### src/design/cart_loader_params.svh
`ifndef CART_LOADER_PARAMS_SVH
`define CART_LOADER_PARAMS_SVH

////////////////////////////////////////////////////////////////////////////
// Download bus widths
////////////////////////////////////////////////////////////////////////////

`define CART_ADDR_W 25   // Byte address from the host
`define CART_DATA_W 16   // One download word, low byte first in the file

// Number of compatibility quirk flags
`define QUIRK_COUNT 8

////////////////////////////////////////////////////////////////////////////
// Cartridge header byte addresses
////////////////////////////////////////////////////////////////////////////

// Product ID runs from 182h (second byte) up to 18Ah (first byte)
`define HDR_ID_ADDR_FIRST 'h182

// First word after the ID, table compare happens here
`define HDR_ID_ADDR_MATCH 'h18C

// Region letters
`define HDR_REGION_ADDR_A 'h1F0   // Both bytes used
`define HDR_REGION_ADDR_B 'h1F2   // First byte only

// Header fully received once this word is written
`define HDR_END_ADDR 'h200

`endif

### src/design/cart_loader_pkg.sv
`include "cart_loader_params.svh"

package cart_loader_pkg;

	////////////////////////////////////////////////////////////////////////////
	// Region and auto region order
	////////////////////////////////////////////////////////////////////////////

	typedef enum logic [1:0] {
		JP = 2'd0,
		US = 2'd1,
		EU = 2'd2
	} region_t;

	// Search order when picking a region from the header letters
	typedef enum logic [1:0] {
		US_EU_JP = 2'd0,
		EU_US_JP = 2'd1,
		US_JP_EU = 2'd2,
		JP_US_EU = 2'd3
	} region_prio_t;

	////////////////////////////////////////////////////////////////////////////
	// Compatibility quirks
	////////////////////////////////////////////////////////////////////////////

	// Bit positions inside quirk_vec_t
	typedef enum logic [$clog2(`QUIRK_COUNT)-1:0] {
		SRAM, EEPROM, NORAM, FIFO, PIER, SVP, FMBUSY, SCHAN
	} quirk_t;

	typedef logic [`QUIRK_COUNT-1:0] quirk_vec_t;

	// Download side
	typedef logic [`CART_ADDR_W-1:0] dl_addr_t;
	typedef logic [`CART_DATA_W-1:0] dl_word_t;

	// Eight ASCII characters, first character in the top byte
	typedef logic [63:0] cart_id_t;

endpackage

### src/design/cart_id_quirks.sv
`timescale 1ns/1ps
`include "cart_loader_params.svh"

module cart_id_quirks (
	input  logic                        clk_sys,
	input  logic                        rst_n,

	input  logic                        hdr_wr,
	input  cart_loader_pkg::dl_addr_t   hdr_addr,
	input  cart_loader_pkg::dl_word_t   hdr_data,
	input  logic                        dl_start,

	output cart_loader_pkg::quirk_vec_t quirks
);

	import cart_loader_pkg::*;

	cart_id_t cart_id;

	////////////////////////////////////////////////////////////////////////////
	// Product ID table
	////////////////////////////////////////////////////////////////////////////

	function automatic quirk_vec_t quirk_of(input cart_id_t id);
		quirk_vec_t v;
		v = '0;
		case (id)
			// Serial SRAM mapping
			"T-081276", "T-81406 ", "T-081586", "T-81576 ", "T-81476 ":
				v[SRAM] = 1'b1;
			// Serial EEPROM saves
			"MK-1215 ", "G-4060  ", "00001211", "MK-1228 ", "G-5538  ",
			"00004076", "T-12046 ", "T-12053 ", "G-4524  ":
				v[EEPROM] = 1'b1;
			"T-113016":
				v[NORAM] = 1'b1;   // Checks for absent RAM
			"T-89016 ":
				v[FIFO] = 1'b1;
			"T-574023", "T-574013":
				v[PIER] = 1'b1;
			"G-7001  ", "MK-1229 ":
				v[SVP] = 1'b1;   // DSP cartridge
			"T-35036 ", "T-25073 ", "MK-1137-":
				v[FMBUSY] = 1'b1;
			"T-68???-":
				v[SCHAN] = 1'b1;
			default:
				v = '0;
		endcase
		return v;
	endfunction

	// ID assembly in file byte order, first file byte sits in hdr_data[15:8]
	always_ff @(posedge clk_sys) begin
		if (hdr_wr) begin
			case (hdr_addr)
				`HDR_ID_ADDR_FIRST:       cart_id[63:56] <= hdr_data[7:0];
				`HDR_ID_ADDR_FIRST + 'h2: cart_id[55:40] <= hdr_data;
				`HDR_ID_ADDR_FIRST + 'h4: cart_id[39:24] <= hdr_data;
				`HDR_ID_ADDR_FIRST + 'h6: cart_id[23:8]  <= hdr_data;
				`HDR_ID_ADDR_FIRST + 'h8: cart_id[7:0]   <= hdr_data[15:8];
				default: ;
			endcase
		end
	end

	always_ff @(posedge clk_sys or negedge rst_n) begin
		if (!rst_n) begin
			quirks <= '0;
		end else if (dl_start) begin
			quirks <= '0;   // New cartridge
		end else if (hdr_wr && hdr_addr == `HDR_ID_ADDR_MATCH) begin
			quirks <= quirks | quirk_of(cart_id);
		end
	end

	// One table entry per ID, so never two quirks at once
	a_one_quirk : assert property (
		@(posedge clk_sys) disable iff (!rst_n)
		$onehot0(quirks)
	) else $error("More than one quirk set: %h", quirks);

endmodule

### src/design/cart_loader_top.sv
`timescale 1ns/1ps

module cart_loader_top (
	input  logic                          clk_sys,
	input  logic                          rst_n,

	// Host download
	input  logic                          download,
	input  logic                          dl_wr,
	input  cart_loader_pkg::dl_addr_t     dl_addr,
	input  cart_loader_pkg::dl_word_t     dl_data,
	output logic                          dl_wait,

	// ROM memory
	output logic                          rom_wr_req,
	input  logic                          rom_wr_ack,
	output cart_loader_pkg::dl_addr_t     rom_wr_addr,
	output cart_loader_pkg::dl_word_t     rom_wr_data,
	output cart_loader_pkg::dl_addr_t     rom_size,

	// Region control
	input  logic                          auto_region_off,
	input  logic                          region_from_header,
	input  cart_loader_pkg::region_prio_t region_prio,
	input  logic [7:0]                    file_index,
	output cart_loader_pkg::region_t      region_req,
	output logic                          region_set,

	output cart_loader_pkg::quirk_vec_t   quirks
);

	import cart_loader_pkg::*;

	logic     hdr_wr;
	dl_addr_t hdr_addr;
	dl_word_t hdr_data;
	logic     dl_start;
	logic     dl_end;
	logic     hdr_j;
	logic     hdr_u;
	logic     hdr_e;
	logic     hdr_ready;

	rom_write_port rom_write_port_i (
		.clk_sys     (clk_sys),
		.rst_n       (rst_n),
		.download    (download),
		.dl_wr       (dl_wr),
		.dl_addr     (dl_addr),
		.dl_data     (dl_data),
		.dl_wait     (dl_wait),
		.rom_wr_req  (rom_wr_req),
		.rom_wr_ack  (rom_wr_ack),
		.rom_wr_addr (rom_wr_addr),
		.rom_wr_data (rom_wr_data),
		.rom_size    (rom_size),
		.hdr_wr      (hdr_wr),
		.hdr_addr    (hdr_addr),
		.hdr_data    (hdr_data),
		.dl_start    (dl_start),
		.dl_end      (dl_end)
	);

	// Both scanners watch the same registered stream
	header_region_scan header_region_scan_i (
		.clk_sys   (clk_sys),
		.rst_n     (rst_n),
		.hdr_wr    (hdr_wr),
		.hdr_addr  (hdr_addr),
		.hdr_data  (hdr_data),
		.dl_start  (dl_start),
		.dl_end    (dl_end),
		.hdr_j     (hdr_j),
		.hdr_u     (hdr_u),
		.hdr_e     (hdr_e),
		.hdr_ready (hdr_ready)
	);

	cart_id_quirks cart_id_quirks_i (
		.clk_sys  (clk_sys),
		.rst_n    (rst_n),
		.hdr_wr   (hdr_wr),
		.hdr_addr (hdr_addr),
		.hdr_data (hdr_data),
		.dl_start (dl_start),
		.quirks   (quirks)
	);

	region_policy region_policy_i (
		.clk_sys            (clk_sys),
		.rst_n              (rst_n),
		.hdr_ready          (hdr_ready),
		.hdr_j              (hdr_j),
		.hdr_u              (hdr_u),
		.hdr_e              (hdr_e),
		.auto_region_off    (auto_region_off),
		.region_from_header (region_from_header),
		.region_prio        (region_prio),
		.file_index         (file_index),
		.region_req         (region_req),
		.region_set         (region_set)
	);

endmodule

### src/design/header_region_scan.sv
`timescale 1ns/1ps
`include "cart_loader_params.svh"

module header_region_scan (
	input  logic                      clk_sys,
	input  logic                      rst_n,

	// Registered download stream, bytes already swapped
	input  logic                      hdr_wr,
	input  cart_loader_pkg::dl_addr_t hdr_addr,
	input  cart_loader_pkg::dl_word_t hdr_data,
	input  logic                      dl_start,
	input  logic                      dl_end,

	output logic                      hdr_j,
	output logic                      hdr_u,
	output logic                      hdr_e,
	output logic                      hdr_ready
);

	logic [2:0] hit_a;   // {j, u, e} from the first file byte
	logic [2:0] hit_b;   // {j, u, e} from the second file byte
	logic [2:0] hit;

	// Classify one region character
	function automatic logic [2:0] region_letter(input logic [7:0] c);
		logic [2:0] f;
		f = 3'b000;
		if (c == "J")
			f = 3'b100;
		else if (c == "U")
			f = 3'b010;
		else if (c >= "0" && c <= "Z")
			f = 3'b001;   // Any other code counts as Europe
		return f;
	endfunction

	always_comb begin
		hit_a = 3'b000;
		hit_b = 3'b000;
		if (hdr_addr == `HDR_REGION_ADDR_A || hdr_addr == `HDR_REGION_ADDR_B)
			hit_a = region_letter(hdr_data[15:8]);
		if (hdr_addr == `HDR_REGION_ADDR_A)
			hit_b = region_letter(hdr_data[7:0]);   // Second byte only in the first word
		hit = hit_a | hit_b;
	end

	////////////////////////////////////////////////////////////////////////////
	// Sticky flags and header ready
	////////////////////////////////////////////////////////////////////////////

	always_ff @(posedge clk_sys or negedge rst_n) begin
		if (!rst_n) begin
			hdr_j     <= 1'b0;
			hdr_u     <= 1'b0;
			hdr_e     <= 1'b0;
			hdr_ready <= 1'b0;
		end else begin
			if (dl_start) begin
				hdr_j <= 1'b0;
				hdr_u <= 1'b0;
				hdr_e <= 1'b0;
			end else if (hdr_wr) begin
				hdr_j <= hdr_j | hit[2];
				hdr_u <= hdr_u | hit[1];
				hdr_e <= hdr_e | hit[0];
			end

			if (dl_end)
				hdr_ready <= 1'b0;
			else if (hdr_wr && hdr_addr == `HDR_END_ADDR)
				hdr_ready <= 1'b1;   // Whole header seen
		end
	end

endmodule

### src/design/region_policy.sv
`timescale 1ns/1ps

module region_policy (
	input  logic                          clk_sys,
	input  logic                          rst_n,

	// From header_region_scan
	input  logic                          hdr_ready,
	input  logic                          hdr_j,
	input  logic                          hdr_u,
	input  logic                          hdr_e,

	// Policy selection
	input  logic                          auto_region_off,
	input  logic                          region_from_header,
	input  cart_loader_pkg::region_prio_t region_prio,
	input  logic [7:0]                    file_index,

	output cart_loader_pkg::region_t      region_req,
	output logic                          region_set
);

	import cart_loader_pkg::*;

	logic    ready_q;
	region_t hdr_pick;

	// First present region in the chosen order, else the order's first entry
	always_comb begin
		case (region_prio)
			US_EU_JP: hdr_pick = hdr_u ? US : hdr_e ? EU : hdr_j ? JP : US;
			EU_US_JP: hdr_pick = hdr_e ? EU : hdr_u ? US : hdr_j ? JP : EU;
			US_JP_EU: hdr_pick = hdr_u ? US : hdr_j ? JP : hdr_e ? EU : US;
			JP_US_EU: hdr_pick = hdr_j ? JP : hdr_u ? US : hdr_e ? EU : JP;
			default:  hdr_pick = US;
		endcase
	end

	////////////////////////////////////////////////////////////////////////////
	// Region request on header ready
	////////////////////////////////////////////////////////////////////////////

	always_ff @(posedge clk_sys or negedge rst_n) begin
		if (!rst_n) begin
			ready_q    <= 1'b0;
			region_set <= 1'b0;
			region_req <= JP;
		end else begin
			ready_q <= hdr_ready;

			if (hdr_ready && !ready_q && !auto_region_off) begin
				if (region_from_header) begin
					region_set <= 1'b1;
					region_req <= hdr_pick;
				end else begin
					// Region coded in the top bits of the file index
					region_set <= |file_index;
					region_req <= region_t'(file_index[7:6]);
				end
			end else if (!hdr_ready && ready_q) begin
				region_set <= 1'b0;   // Header gone after download end
			end
		end
	end

endmodule

### src/design/rom_write_port.sv
`timescale 1ns/1ps

module rom_write_port (
	input  logic                      clk_sys,
	input  logic                      rst_n,

	// Host download side
	input  logic                      download,
	input  logic                      dl_wr,
	input  cart_loader_pkg::dl_addr_t dl_addr,
	input  cart_loader_pkg::dl_word_t dl_data,
	output logic                      dl_wait,

	// ROM memory write side
	output logic                      rom_wr_req,
	input  logic                      rom_wr_ack,
	output cart_loader_pkg::dl_addr_t rom_wr_addr,
	output cart_loader_pkg::dl_word_t rom_wr_data,
	output cart_loader_pkg::dl_addr_t rom_size,

	// Registered word stream for the header scanners
	output logic                      hdr_wr,
	output cart_loader_pkg::dl_addr_t hdr_addr,
	output cart_loader_pkg::dl_word_t hdr_data,
	output logic                      dl_start,
	output logic                      dl_end
);

	logic download_q;

	// Download edges, valid for one cycle
	assign dl_start = download & ~download_q;
	assign dl_end   = ~download & download_q;

	////////////////////////////////////////////////////////////////////////////
	// Toggle handshake and host wait
	////////////////////////////////////////////////////////////////////////////

	always_ff @(posedge clk_sys or negedge rst_n) begin
		if (!rst_n) begin
			download_q <= 1'b0;
			dl_wait    <= 1'b0;
			rom_wr_req <= 1'b0;
			hdr_wr     <= 1'b0;
		end else begin
			download_q <= download;
			hdr_wr     <= dl_wr & download;   // One pulse per accepted word

			if (dl_end)
				dl_wait <= 1'b0;

			if (dl_start) begin
				rom_wr_req <= 1'b0;
			end else if (download) begin
				if (dl_wr) begin
					rom_wr_req <= ~rom_wr_req;   // New request
					dl_wait    <= 1'b1;
				end else if (dl_wait && (rom_wr_req == rom_wr_ack)) begin
					dl_wait <= 1'b0;   // Memory has caught up
				end
			end
		end
	end

	////////////////////////////////////////////////////////////////////////////
	// Address, data and ROM size
	////////////////////////////////////////////////////////////////////////////

	always_ff @(posedge clk_sys) begin
		if (dl_wr && download) begin
			rom_wr_addr <= dl_addr;
			rom_wr_data <= {dl_data[7:0], dl_data[15:8]};   // File order to memory order
		end
		if (dl_end)
			rom_size <= dl_addr;   // Last address the host presented
	end

	// Scanners see exactly what memory gets
	assign hdr_addr = rom_wr_addr;
	assign hdr_data = rom_wr_data;

	// Host must respect the wait level
	a_no_wr_while_wait : assert property (
		@(posedge clk_sys) disable iff (!rst_n)
		dl_wr |-> !dl_wait
	) else $error("dl_wr while dl_wait is high");

endmodule

### config.mk
export PLATFORM = sky130hd
export DESIGN_NAME = cart_loader_top
export DESIGN_NICKNAME = d
export VERILOG_FILES = /design/src/design/cart_loader_pkg.sv /design/src/design/cart_id_quirks.sv /design/src/design/cart_loader_top.sv /design/src/design/header_region_scan.sv /design/src/design/region_policy.sv /design/src/design/rom_write_port.sv
export VERILOG_INCLUDE_DIRS = /design/src /design/src/design
export SDC_FILE = /design/constraint.sdc
export NUM_CORES = 1
export LEC_CHECK = 0
export BUFFER_PORTS_ARGS = -buffer_cell sky130_fd_sc_hd__buf_2
export CAP_MARGIN = 20
export CORE_MARGIN = 10
export CORE_UTILIZATION = 54
export CTS_CLUSTER_DIAMETER = 150
export DETAILED_ROUTE_END_ITERATION = 6
export GPL_TIMING_DRIVEN = 0
export HOLD_SLACK_MARGIN = 0.15
export PLACE_DENSITY = 0.89
export SETUP_SLACK_MARGIN = 0.5
export SLEW_MARGIN = 20
export SYNTH_ARGS = -nofsm -noshare
export SYNTH_HDL_FRONTEND = slang
export SYNTH_SLANG_ARGS = --single-unit
### constraint.sdc
create_clock -name clk_sys -period 3.05 [get_ports clk_sys]
set_input_delay 0 -clock clk_sys [delete_from_list [all_inputs] [get_ports clk_sys]]
set_output_delay 0 -clock clk_sys [all_outputs]
set_load 0.01 [all_outputs]
# Word level (Yosys, flattened, before mapping)
# Cells that the tools add are included.
word_totals:
  elab_cells: 175
  reg_bits: 150
  input_bits: 58
  out_inout_bits: 79
classes:
  magnitude_cmp: 4
  n_bitwise: 11
  eq_ne: 41
  mux: 67
  n_reduce_logical: 32
op_table:
  columns: ["op", "n"]
  rows:
  - ["$eq A64 B63 Y1 const B", 22]
  - ["$eq A25 B9 Y1 const B", 8]
  - ["$eq A64 B62 Y1 const B", 2]
  - ["$mux W1", 46]
  - ["$eq A8 B7 Y1 const B", 4]
  - ["$eq A25 B10 Y1 const B", 1]
  - ["$mux W2", 12]
  - ["$mux W3", 6]
  - ["$ge A8 B6 Y1 const B", 2]
  - ["$le A8 B7 Y1 const B", 2]
  - ["$mux W8", 2]
  - ["$reduce_and A2 Y1", 6]
  - ["$reduce_bool A2 Y1", 6]
  - ["$logic_and A1 B1 Y1", 9]
  - ["$reduce_or A9 Y1", 1]
  - ["$or A8 B8 Y8", 1]
  - ["$pmux W2 S4", 1]
  - ["$reduce_or A8 Y1", 1]
  - ["$reduce_or A5 Y1", 1]
  - ["$eq A2 B2 Y1 const B", 2]
  - ["$reduce_or A2 Y1", 2]
  - ["$and A1 B1 Y1", 3]
  - ["$logic_not A1 Y1", 3]
  - ["$not A1 Y1", 3]
  - ["7 further kinds", 9]

# Logic depth before layout (Yosys ltp)
# Gate-level depths: netlist of the first run.
logic_depth:
  ltp_word: 10
  mapped_depth: 8
  depth_no_buf: 6

# Cells and area by module
# Synthesis of the first run repeated with hierarchy kept, for this count alone.
hier_totals:
  cells_unflattened: 466
  area_unflattened_um2: 6506.2
modules_own_cells:
  columns: ["module", "cells_each", "area_per_inst_um2", "n_inst"]
  rows:
  - ["cart_id_quirks", 257, 3323.2, 1]
  - ["rom_write_port", 123, 2472.4, 1]
  - ["header_region_scan", 58, 480.5, 1]
  - ["region_policy", 28, 230.2, 1]

# Worst setup path after synthesis of the first run
# No wires, ideal clock.
synth_timing:
  path_type: "flip-flop to flip-flop"
  startpoint: "register rom_write_port_i.rom_wr_addr[15], in the netlist rom_write_port_i.hdr_addr[15]"
  endpoint: "register cart_id_quirks_i.cart_id[10], enable pin"
  slack_ns: 0.816
  path_stages_with_launch: 5
  period_less_slack_ns: 2.234
  arrival_ns: 1.860
  setup_ns: 0.374
  n_path_buf: 0
  cell_sequence: "edfxtp_1 nor4b_1 nand3_1 nor3_1 and4b_1"
synth_via:
  elab_chain_cells: 2
synth_lines:
  columns: ["item", "line", "rtl"]
  rows:
  - ["start: declaration", "rom_write_port.sv:17", "output cart_loader_pkg::dl_addr_t rom_wr_addr,"]
  - ["start signal: assignment", "rom_write_port.sv:71", "rom_wr_addr <= dl_addr;"]
  - ["$eq A25 B9 Y1", "cart_id_quirks.sv:56", "case (hdr_addr)"]
  - ["$reduce_and A2 Y1 (no line)", null, null]
  - ["end signal: assignment", "cart_id_quirks.sv:60", "`HDR_ID_ADDR_FIRST + 'h6: cart_id[23:8] <= hdr_data;"]
  - ["end: declaration", "cart_id_quirks.sv:18", "cart_id_t cart_id;"]
# Every way passes these cells.
# A chain may end at the register's enable or synchronous reset.

# Worst setup path after layout of the first run
layout_timing:
  startpoint: "register rom_write_port_i.rom_wr_data[5], in the netlist rom_write_port_i.hdr_data[5]"
  endpoint: "register header_region_scan_i.hdr_u"
layout_via:
  elab_chain_cells: 8
  elab_cells_between_ends: 9
  classes_between: "eq/ne (2); mux (5); bitwise (2)"
layout_lines:
  columns: ["item", "line", "rtl"]
  rows:
  - ["start: declaration", "rom_write_port.sv:18", "output cart_loader_pkg::dl_word_t rom_wr_data,"]
  - ["start signal: assignment", "rom_write_port.sv:72", "rom_wr_data <= {dl_data[7:0], dl_data[15:8]};"]
  - ["$eq A8 B7 Y1", "header_region_scan.sv:31", "else if (c == \"U\")"]
  - ["$mux W3", "header_region_scan.sv:31", null]
  - ["$mux W3 (*)", "header_region_scan.sv:29", "if (c == \"J\")"]
  - ["$mux W3 (*)", "header_region_scan.sv:43", "if (hdr_addr == `HDR_REGION_ADDR_A)"]
  - ["$or A3 B3 Y3 (*)", "header_region_scan.sv:45", "hit = hit_a | hit_b;"]
  - ["$or A1 B1 Y1 (*)", "header_region_scan.sv:65", "hdr_u <= hdr_u | hit[1];"]
  - ["$mux W1 (*)", "header_region_scan.sv:63", "end else if (hdr_wr) begin"]
  - ["$mux W1 (*)", "header_region_scan.sv:59", "if (dl_start) begin"]
  - ["end signal: assignment", "header_region_scan.sv:65", null]
  - ["end: declaration", "header_region_scan.sv:16", "output logic hdr_u,"]
# Mark *: on every way between the ends. The rest lies on a longest branch, timed or not. The select of a mux whose other input is x is not followed.

==> flow_metrics.env, run 1 <==
export IMPL_maxSlewViolCount=0
export IMPL_cp_start_kind="flop"
export IMPL_drt_iter0_drc=932
export IMPL_start_util_pct=55.9
export IMPL_synthArstFlopShare_pct=13.3
export IMPL_worstMarginPinSlew_ns=0.944
export IMPL_dp_cells=703
export IMPL_cap_violations=0
export IMPL_path_delay_family="simple AND/OR/NAND/NOR gates"
export IMPL_wl_per_cell_um=32.1
export IMPL_yosysUniqueCellTypes=55
export IMPL_synth_fp_nets=484
export IMPL_cts_tree="done"
export IMPL_slew_headroom_pct=36.8
export IMPL_htree_levels=4
export IMPL_leakage_uw=0.00299
export IMPL_cts_sinks=150
export IMPL_cts_made_buffers=17
export IMPL_hpwl_um=12600
export IMPL_final_common_cell="buf_2"
export IMPL_clk_pin_slew_ns=0.08
export IMPL_grt_pass1_wl_um=35500
export IMPL_nets=699
export IMPL_finClkSkew_ns=0.0206
export IMPL_yosysWarnings=0
export IMPL_portBuffers=136
export IMPL_coreArea_um2=11000
export IMPL_crit_slowest_cell="o21ai_0"
export IMPL_drive_gt1_share_pct=31.2
export IMPL_cts_root_buffer="clkbuf_16"
export IMPL_rsz0062_at_grt="true"
export IMPL_rows=38
export IMPL_die_y_um=127
export IMPL_syn_inst=426
export IMPL_cp_arrival_ns=3.11
export IMPL_nFillCells=546
export IMPL_clkLatencyLatePin_ns=0.43
export IMPL_outcome="finished clean"
export IMPL_avgSynthCellArea_um2=14.4
export IMPL_final_antenna_net_count=0
export IMPL_die_w_um=127
export IMPL_area_growth_pct=35.1
export IMPL_period_share_pct=90.7
export IMPL_clock_path_buffers=2
export IMPL_layout_common_cells="buf_2 (137), edfxtp_1 (130), dlygate4sd3_1 (56)"
export IMPL_grt_ovfl_total=0
export IMPL_grt_pass1_vias=5454
export IMPL_dr_pass1_iters=6
export IMPL_num_io_pins=137
export IMPL_crit_path_end_kind="flop"
export IMPL_stdcell_count=795
export IMPL_ys_ff_latch=150
export IMPL_critPathKind="reg2reg"
export IMPL_gp_congestion=0.875
export IMPL_vias=5647
export IMPL_tns_ns=0
export IMPL_setup_viol=0
export IMPL_path_buf_inv=1
export IMPL_finalWirelength_um=25500
export IMPL_critPathMaxStageDelay_ns=0.69
export IMPL_period_needed_ns=2.77
export IMPL_grt_usage_pct=29.1
export IMPL_post_route_drc_count=0
export IMPL_power_density_nw_per_um2=592
export IMPL_hold_viol_final=0
export IMPL_antenna_found_initial=0
export IMPL_critPathRequiredTime_ns=3.40
export IMPL_critPathMaxFanout=8
export IMPL_grt_start_max_net_pins=36
export IMPL_ir_drop_uv=718
export IMPL_max_freq_ghz=0.362
export IMPL_synth_edf_count=130
export IMPL_hold_class="in2reg"
export IMPL_synth_area_um2=6140
export IMPL_crit_chain="nand2b_1, nor4_1, inv_1, o21ai_0, a21oi_1, nor2_1"
export IMPL_drt_vias_per_instance=7.10
export IMPL_die_area_um2=16000
export IMPL_yosysSeqAreaShare_pct=71.7
export IMPL_synth_flop_cell="edfxtp_1"
## final timing paths
kind,end,slack (ns),depth (start not counted),start
max in group asynchronous,header_region_scan_i.hdr_e,1.64,3,rst_n
max,header_region_scan_i.hdr_u,0.28,6,rom_write_port_i.hdr_data[5]
max reg2reg,header_region_scan_i.hdr_u,0.28,6,rom_write_port_i.hdr_data[5]
min in group asynchronous,header_region_scan_i.hdr_e,0.78,3,rst_n
min reg2reg,region_policy_i.ready_q,0.47,0,header_region_scan_i.hdr_ready
min,rom_write_port_i.hdr_data[5],0.29,2,dl_data[13]
## state kept, by name, summed over array words and instances, names as in the netlist
register	cells
cart_id_quirks_i.quirks	8
rom_write_port_i.rom_size	25
rom_write_port_i.hdr_addr	25
rom_write_port_i.hdr_data	16
header_region_scan_i.hdr_e	1
cart_id_quirks_i.cart_id	64
header_region_scan_i.hdr_ready	1
region_policy_i.region_set	1
rom_write_port_i.hdr_wr	1
region_policy_i.ready_q	1
rom_write_port_i.rom_wr_req	1
header_region_scan_i.hdr_j	1
header_region_scan_i.hdr_u	1
region_policy_i.region_req	2
rom_write_port_i.download_q	1
rom_write_port_i.dl_wait	1
## kinds of logic after synthesis
family          count (synthesis)  synth area share, %
xor+xnor                        3                0.428
compound gates                 49                 5.36
buf+inv                        11                0.692
mux                             1                0.183
simple gates                  212                 21.7
flops                         150                 71.7
## report_power, final
part           switching, uW  internal [uW]
combinational            190            158
sequential              93.8           2310
clock                   1050           1110
## metal layers
layer	vias to the layer above	global-route usage, %	part of all wire (%)	wire, um
li1	2153	-	-	-
met1	2620	34.5	32	8100
met2	720	46.1	47	12000
met3	154	10.2	16	4000
met4	0	14.3	5.6	1430
met5	-	0	0	0
## final cells by class
type,count,area (um^2),share of cell area [%]
timing repair buffer,196,1320,15.9
antenna,1,2.50,0.0302
buffer,3,12.5,0.151
clock buffer,18,429,5.17
tap,140,175,2.11
clock inverter,14,150,1.81
multi-input combinational,265,1770,21.4
sequential,150,4410,53.1
inverter,8,30.0,0.362
## cell usage after synthesis (all sizes together) (7+ instances only)
cell / instances / area [um^2]
edfxtp: 130 / 3900
nor2: 35 / 131
nor4: 23 / 159
nand2: 21 / 78.8
dfrtp: 20 / 500
nand3: 18 / 90.1
nand4: 16 / 100
a21oi: 15 / 75.1
nor3: 15 / 75.1
o21ai: 12 / 60.1
nor2b: 11 / 68.8
inv: 8 / 30.0
nand2b: 8 / 50.1
nand4b: 8 / 70.1
and4bb: 7 / 91.3
nand3b: 7 / 52.6
nor4b: 7 / 76.3
## repair_timing
action                     in CTS  in global routing
setup endpoints to repair      56                 73
hold buffers                   56                  0
resized for setup               4                 14
pin swaps                       0                  1
buffers inserted                0                  3
hold endpoints to repair      125                  0
## worst register-to-register path, cell delays in order, from the launching register on
cell	delay, ns
edfxtp_1	0.57
nand2b_1	0.27
nor4_1	0.66
inv_1	0.16
o21ai_0	0.69
a21oi_1	0.21
nor2_1	0.14
## stage by stage
step                hold WS [ns]  power, uW  utilization (%)  cell area, um^2  worst slack [ns]
finish                     0.293       4910             75.6             8300             0.284
global route               0.280       4980             75.5             8300             0.227
CTS                        0.280       4730             74.4             8180             0.527
detailed placement       -0.0261       2650             64.0             7030             0.284
global placement         -0.0372       2640             63.7             7000             0.503
floorplan                 -0.296       2490                -             6140             0.816
(Power assumes the default switching activity.)
==> run 2: changes to the inputs <==
--- a/config.mk
+++ b/config.mk
@@ -8,6 +8,7 @@
 export LEC_CHECK = 0
 export BUFFER_PORTS_ARGS = -buffer_cell sky130_fd_sc_hd__buf_2
 export CAP_MARGIN = 20
+export CORE_ASPECT_RATIO = 1.1
 export CORE_MARGIN = 10
 export CORE_UTILIZATION = 54
 export CTS_CLUSTER_DIAMETER = 150
==> flow_metrics.env, run 2 (synthesized netlist as in run 1, its figures left out) <==
export IMPL_max_freq_ghz=0.379
export IMPL_grt_ovfl_total=0
export IMPL_nets=697
export IMPL_critPathMaxFanout=8
export IMPL_worstMarginPinSlew_ns=0.793
export IMPL_rrSetupSlack_ns=0.41
export IMPL_final_antenna_net_count=0
export IMPL_cts_sinks=150
export IMPL_diodes=0
export IMPL_maxSlewViolCount=0
export IMPL_hold_class="in2async"
export IMPL_ir_drop_uv=521
export IMPL_final_common_cell="buf_2"
export IMPL_hpwl_um=13300
export IMPL_critPathKind="reg2reg"
export IMPL_clk_pin_slew_ns=0.07
export IMPL_layout_common_cells="buf_2 (138), edfxtp_1 (130), dlygate4sd3_1 (55)"
export IMPL_wl_per_cell_um=30.8
export IMPL_crit_slowest_cell="and3_1"
export IMPL_slew_headroom_pct=47.0
export IMPL_crit_chain="nor4b_1, nand3_1, nor3_4, and3_1"
export IMPL_tns_ns=0
export IMPL_cp_arrival_ns=2.72
export IMPL_crit_path_end="cart_id_quirks_i.cart_id[60]"
export IMPL_grt_start_max_net_pins=36
export IMPL_post_route_drc_count=0
export IMPL_cts_made_buffers=17
export IMPL_grt_usage_pct=29.6
export IMPL_period_needed_ns=2.64
export IMPL_drt_iter0_drc=957
export IMPL_start_util_pct=55.8
export IMPL_die_area_um2=16000
export IMPL_crit_path_end_kind="flop"
export IMPL_finClkSkew_ns=0.0150
export IMPL_setup_viol=0
export IMPL_cp_start_kind="flop"
export IMPL_clkLatencyLatePin_ns=0.44
export IMPL_post_route_util_pct=74.6
export IMPL_area_growth_pct=33.8
export IMPL_startpoint="rom_write_port_i.hdr_addr[15]"
export IMPL_htree_levels=4
export IMPL_leakage_uw=0.00296
export IMPL_r2r_end="cart_id_quirks_i.cart_id[60]"
export IMPL_clock_path_buffers=2
export IMPL_r2r_start="rom_write_port_i.hdr_addr[15]"
export IMPL_antenna_found_initial=0
export IMPL_largest_reg_flops=64
export IMPL_grt_pass1_vias=5539
export IMPL_power_density_nw_per_um2=596
export IMPL_hold_viol_final=0
export IMPL_drt_vias_per_instance=6.99
export IMPL_portBuffers=136
export IMPL_die_w_um=122
export IMPL_r2r_cells=4
export IMPL_rsz0062_at_grt="true"
export IMPL_critPathRequiredTime_ns=3.13
export IMPL_die_y_um=132
export IMPL_num_io_pins=137
export IMPL_drive_gt1_share_pct=30.4
export IMPL_nFillCells=612
export IMPL_critPathMaxStageDelay_ns=0.49
export IMPL_outcome="finished clean"
export IMPL_cap_violations=0
export IMPL_dr_pass1_iters=6
export IMPL_grt_pass1_wl_um=35400
export IMPL_cts_root_buffer="clkbuf_16"
export IMPL_period_share_pct=86.5
export IMPL_gp_congestion=0.994
export IMPL_coreArea_um2=11000
export IMPL_stdcell_area_um2=8220
export IMPL_rows=40
export IMPL_hold_ws_ns=0.163
export IMPL_place_area_um2=7040
export IMPL_cts_tree="done"
export IMPL_finalWirelength_um=24600
export IMPL_regMostFlops="cart_id_quirks_i.cart_id"
export IMPL_vias=5582
run 2: cell count changes in the layout (fill, tap and decap cells not counted), moves of 3 or more:
cell      delta
inv_6        -5
buf_12       -3
clkinv_2     +3
inv_8        -5
run 2: how the worst min path moves through the flow:
stage / endpoint / slack, ns / cells past startpoint
4_1_cts: rom_write_port_i.hdr_data[10] / 0.26 / 2
5_1_grt: header_region_scan_i.hdr_j / 0.22 / 3
3_5_place_dp: cart_id_quirks_i.quirks[0] / -0.005 / 1
6_report: header_region_scan_i.hdr_j / 0.16 / 3
2_1_floorplan: cart_id_quirks_i.quirks[0] / -0.30 / 0
3_3_place_gp: cart_id_quirks_i.quirks[4] / -0.02 / 1
run 2: metrics by stage:
stage	total power, uW	setup slack [ns]	instances
3_5_place_dp	2660	0.272	710
4_1_cts	4730	0.451	798
6_report	4900	0.412	799
3_3_place_gp	2640	0.394	709
5_1_grt	4960	0.437	799
2_1_floorplan	2490	0.816	426
run 2: report_power, final:
part           switching (uW)  total (uW)  leakage [uW]  internal [uW]
combinational             195         351       0.00123            157
clock                     935        2140      0.000272           1210
sequential               94.6        2410       0.00146           2310
run 2: area by class of cell:
class                           instances  area (um^2)  area share, %
Inverter                                8         30.0          0.365
Sequential cell                       150         4410           53.6
Timing Repair Buffer                  194         1260           15.4
Buffer                                  3         12.5          0.152
Clock inverter                         12          129           1.57
Multi-Input combinational cell        265         1760           21.4
Tap cell                              147          184           2.24
Clock buffer                           20          437           5.31
run 2: routing by layer:
| metal | global-route usage (%) | vias up | share of wire, % |
|---|---|---|---|
| met5 | 0 | - | 0 |
| met4 | 17.2 | 0 | 7.0 |
| met3 | 12.9 | 175 | 15 |
| met2 | 45.8 | 661 | 47 |
| met1 | 33.1 | 2601 | 31 |
| li1 | - | 2145 | - |
run 2: critical path, delay by kind of cell, from the launching register on:
family	cells	cell delay [ns]
flip-flops	1	0.48
AND/OR/NAND/NOR	4	1.81
run 2: timing repair:
item / in CTS / in global routing
endpoints found under the setup margin: 48 / 77
gates resized for setup: 3 / 13
buffers inserted: 0 / 1
hold buffers: 56 / 0
endpoints found under the hold margin: 124 / 0
pin swaps: 0 / 1
==> run 3: changes to the inputs <==
==> constraint.sdc (replaced) <==
create_clock -name clk_sys -period 2.8 [get_ports clk_sys]
set_input_delay 0 -clock clk_sys [delete_from_list [all_inputs] [get_ports clk_sys]]
set_output_delay 0 -clock clk_sys [all_outputs]
set_load 0.01 [all_outputs]
==> flow_metrics.env, run 3 (synthesized netlist as in run 1, its figures left out) <==
export IMPL_critPathRequiredTime_ns=3.15
export IMPL_rsz0062_at_grt="true"
export IMPL_finalWirelength_um=24900
export IMPL_leakage_uw=0.00296
export IMPL_clock_path_buffers=2
export IMPL_wl_per_cell_um=31.1
export IMPL_cts_made_buffers=17
export IMPL_regMostFlops="cart_id_quirks_i.cart_id"
export IMPL_vias=5559
export IMPL_period_share_pct=83.1
export IMPL_nets=696
export IMPL_grt_ovfl_total=0
export IMPL_cap_violations=0
export IMPL_worstMarginPinSlew_ns=0.776
export IMPL_die_area_um2=16000
export IMPL_ir_drop_uv=587
export IMPL_final_common_cell="buf_2"
export IMPL_grt_pass1_vias=5581
export IMPL_grt_usage_pct=30.2
export IMPL_critPathMaxFanout=8
export IMPL_dp_slack_ns=0.0215
export IMPL_grt_start_max_net_pins=36
export IMPL_start_util_pct=55.8
export IMPL_antenna_found_initial=0
export IMPL_finalPower_uw=5280
export IMPL_cts_tree="done"
export IMPL_hold_viol_final=0
export IMPL_period_needed_ns=2.33
export IMPL_clkLatencyLatePin_ns=0.44
export IMPL_die_y_um=132
export IMPL_outcome="finished clean"
export IMPL_area_growth_pct=34.6
export IMPL_dr_pass1_iters=7
export IMPL_final_antenna_net_count=0
export IMPL_portBuffers=136
export IMPL_setup_slack_ns=0.472
export IMPL_cts_sinks=150
export IMPL_cts_root_buffer="clkbuf_16"
export IMPL_drive_gt1_share_pct=31.2
export IMPL_finClkSkew_ns=0.0118
export IMPL_drt_vias_per_instance=6.96
export IMPL_tns_ns=0
export IMPL_rows=40
export IMPL_htree_levels=4
export IMPL_nFillCells=576
export IMPL_crit_path_end_kind="flop"
export IMPL_clk_pin_slew_ns=0.06
export IMPL_drt_iter0_drc=943
export IMPL_hold_class="in2async"
export IMPL_cp_start_kind="flop"
export IMPL_power_density_nw_per_um2=639
export IMPL_largest_reg_flops=64
export IMPL_layout_common_cells="buf_2 (138), edfxtp_1 (130), dlygate4sd3_1 (53)"
export IMPL_grt_pass1_wl_um=36100
export IMPL_coreArea_um2=11000
export IMPL_slew_headroom_pct=47.5
export IMPL_setup_viol=0
export IMPL_num_io_pins=137
export IMPL_cp_arrival_ns=2.68
export IMPL_hpwl_um=13300
export IMPL_critPathKind="reg2reg"
export IMPL_die_w_um=122
export IMPL_post_route_drc_count=0
export IMPL_max_freq_ghz=0.430
export IMPL_maxSlewViolCount=0
export IMPL_gp_congestion=0.994
-- run 3: cell types whose count changed in the layout (fill, tap and decap cells not counted), moves of 2 or more --
cell	change
buf_12	+2
dlygate4sd3_1	-2
nor3b_1	-2
nor3b_2	+2
nor4_1	-2
-- run 3: path summary, 6_finish.rpt --
path	from	to	slack [ns]	cells past startpoint
min in group clk_sys	dl_data[1]	rom_write_port_i.hdr_data[9]	0.28	2
max reg2reg	rom_write_port_i.hdr_data[2]	header_region_scan_i.hdr_j	0.47	5
max in group asynchronous	rst_n	rom_write_port_i.dl_wait	2.24	3
min reg2reg	cart_id_quirks_i.quirks[6]	cart_id_quirks_i.quirks[6]	0.50	1
min	rst_n	cart_id_quirks_i.quirks[6]	0.18	3
max	rom_write_port_i.hdr_data[2]	header_region_scan_i.hdr_j	0.47	5
-- run 3: worst max-delay path: stages, from the launching register on --
cell       delay, ns
edfxtp_1        0.54
nand4bb_1       0.31
or4_1           0.57
o21ai_0         0.38
a21oi_1         0.26
nor2_2          0.19
-- run 3: timing repair --
| item | 4_1_cts | 5_1_grt |
|---|---|---|
| endpoints found under the hold margin | 124 | 0 |
| pin swaps | 1 | 3 |
| hold buffers | 54 | 0 |
| setup endpoints to repair | 68 | 76 |
| resized for setup | 9 | 11 |
| gates cloned | 0 | 0 |
| buffers inserted | 2 | 0 |
-- run 3: power by group --
group          internal [uW]  leakage, uW  switching [uW]
logic                    159      0.00123             214
clock network           1310     0.000272             971
registers               2520      0.00146             106
-- run 3: stage by stage --
stage,hold WS [ns],std cells,util [%],instance area [um^2]
after floorplan,-0.296,426,-,6140
after global placement,-0.0163,709,63.6,7010
after detailed placement,-0.00464,710,63.9,7040
after CTS,0.262,798,74.5,8210
after global routing,0.223,798,75.1,8260
final,0.178,799,75.1,8270
-- run 3: routing by layer --
layer / part of all wire (%) / wire (um) / track usage [%] / vias up
li1: - / - / - / 2144
met1: 32 / 8020 / 33.6 / 2620
met2: 46 / 11300 / 47.0 / 615
met3: 14 / 3510 / 13.1 / 180
met4: 8.0 / 1980 / 17.5 / 0
met5: 0 / 0 / 0 / -
-- run 3: layout make-up --
cell class | count | area (um^2) | area share, %
inverters | 8 | 30.0 | 0.363
clock buffers | 20 | 437 | 5.28
multi-input cells | 265 | 1790 | 21.7
repair buffers | 193 | 1280 | 15.4
well taps | 147 | 184 | 2.22
flip-flops and latches | 150 | 4400 | 53.3
clock inverters | 12 | 129 | 1.56
plain buffers | 3 | 12.5 | 0.151
diodes | 1 | 2.50 | 0.0303
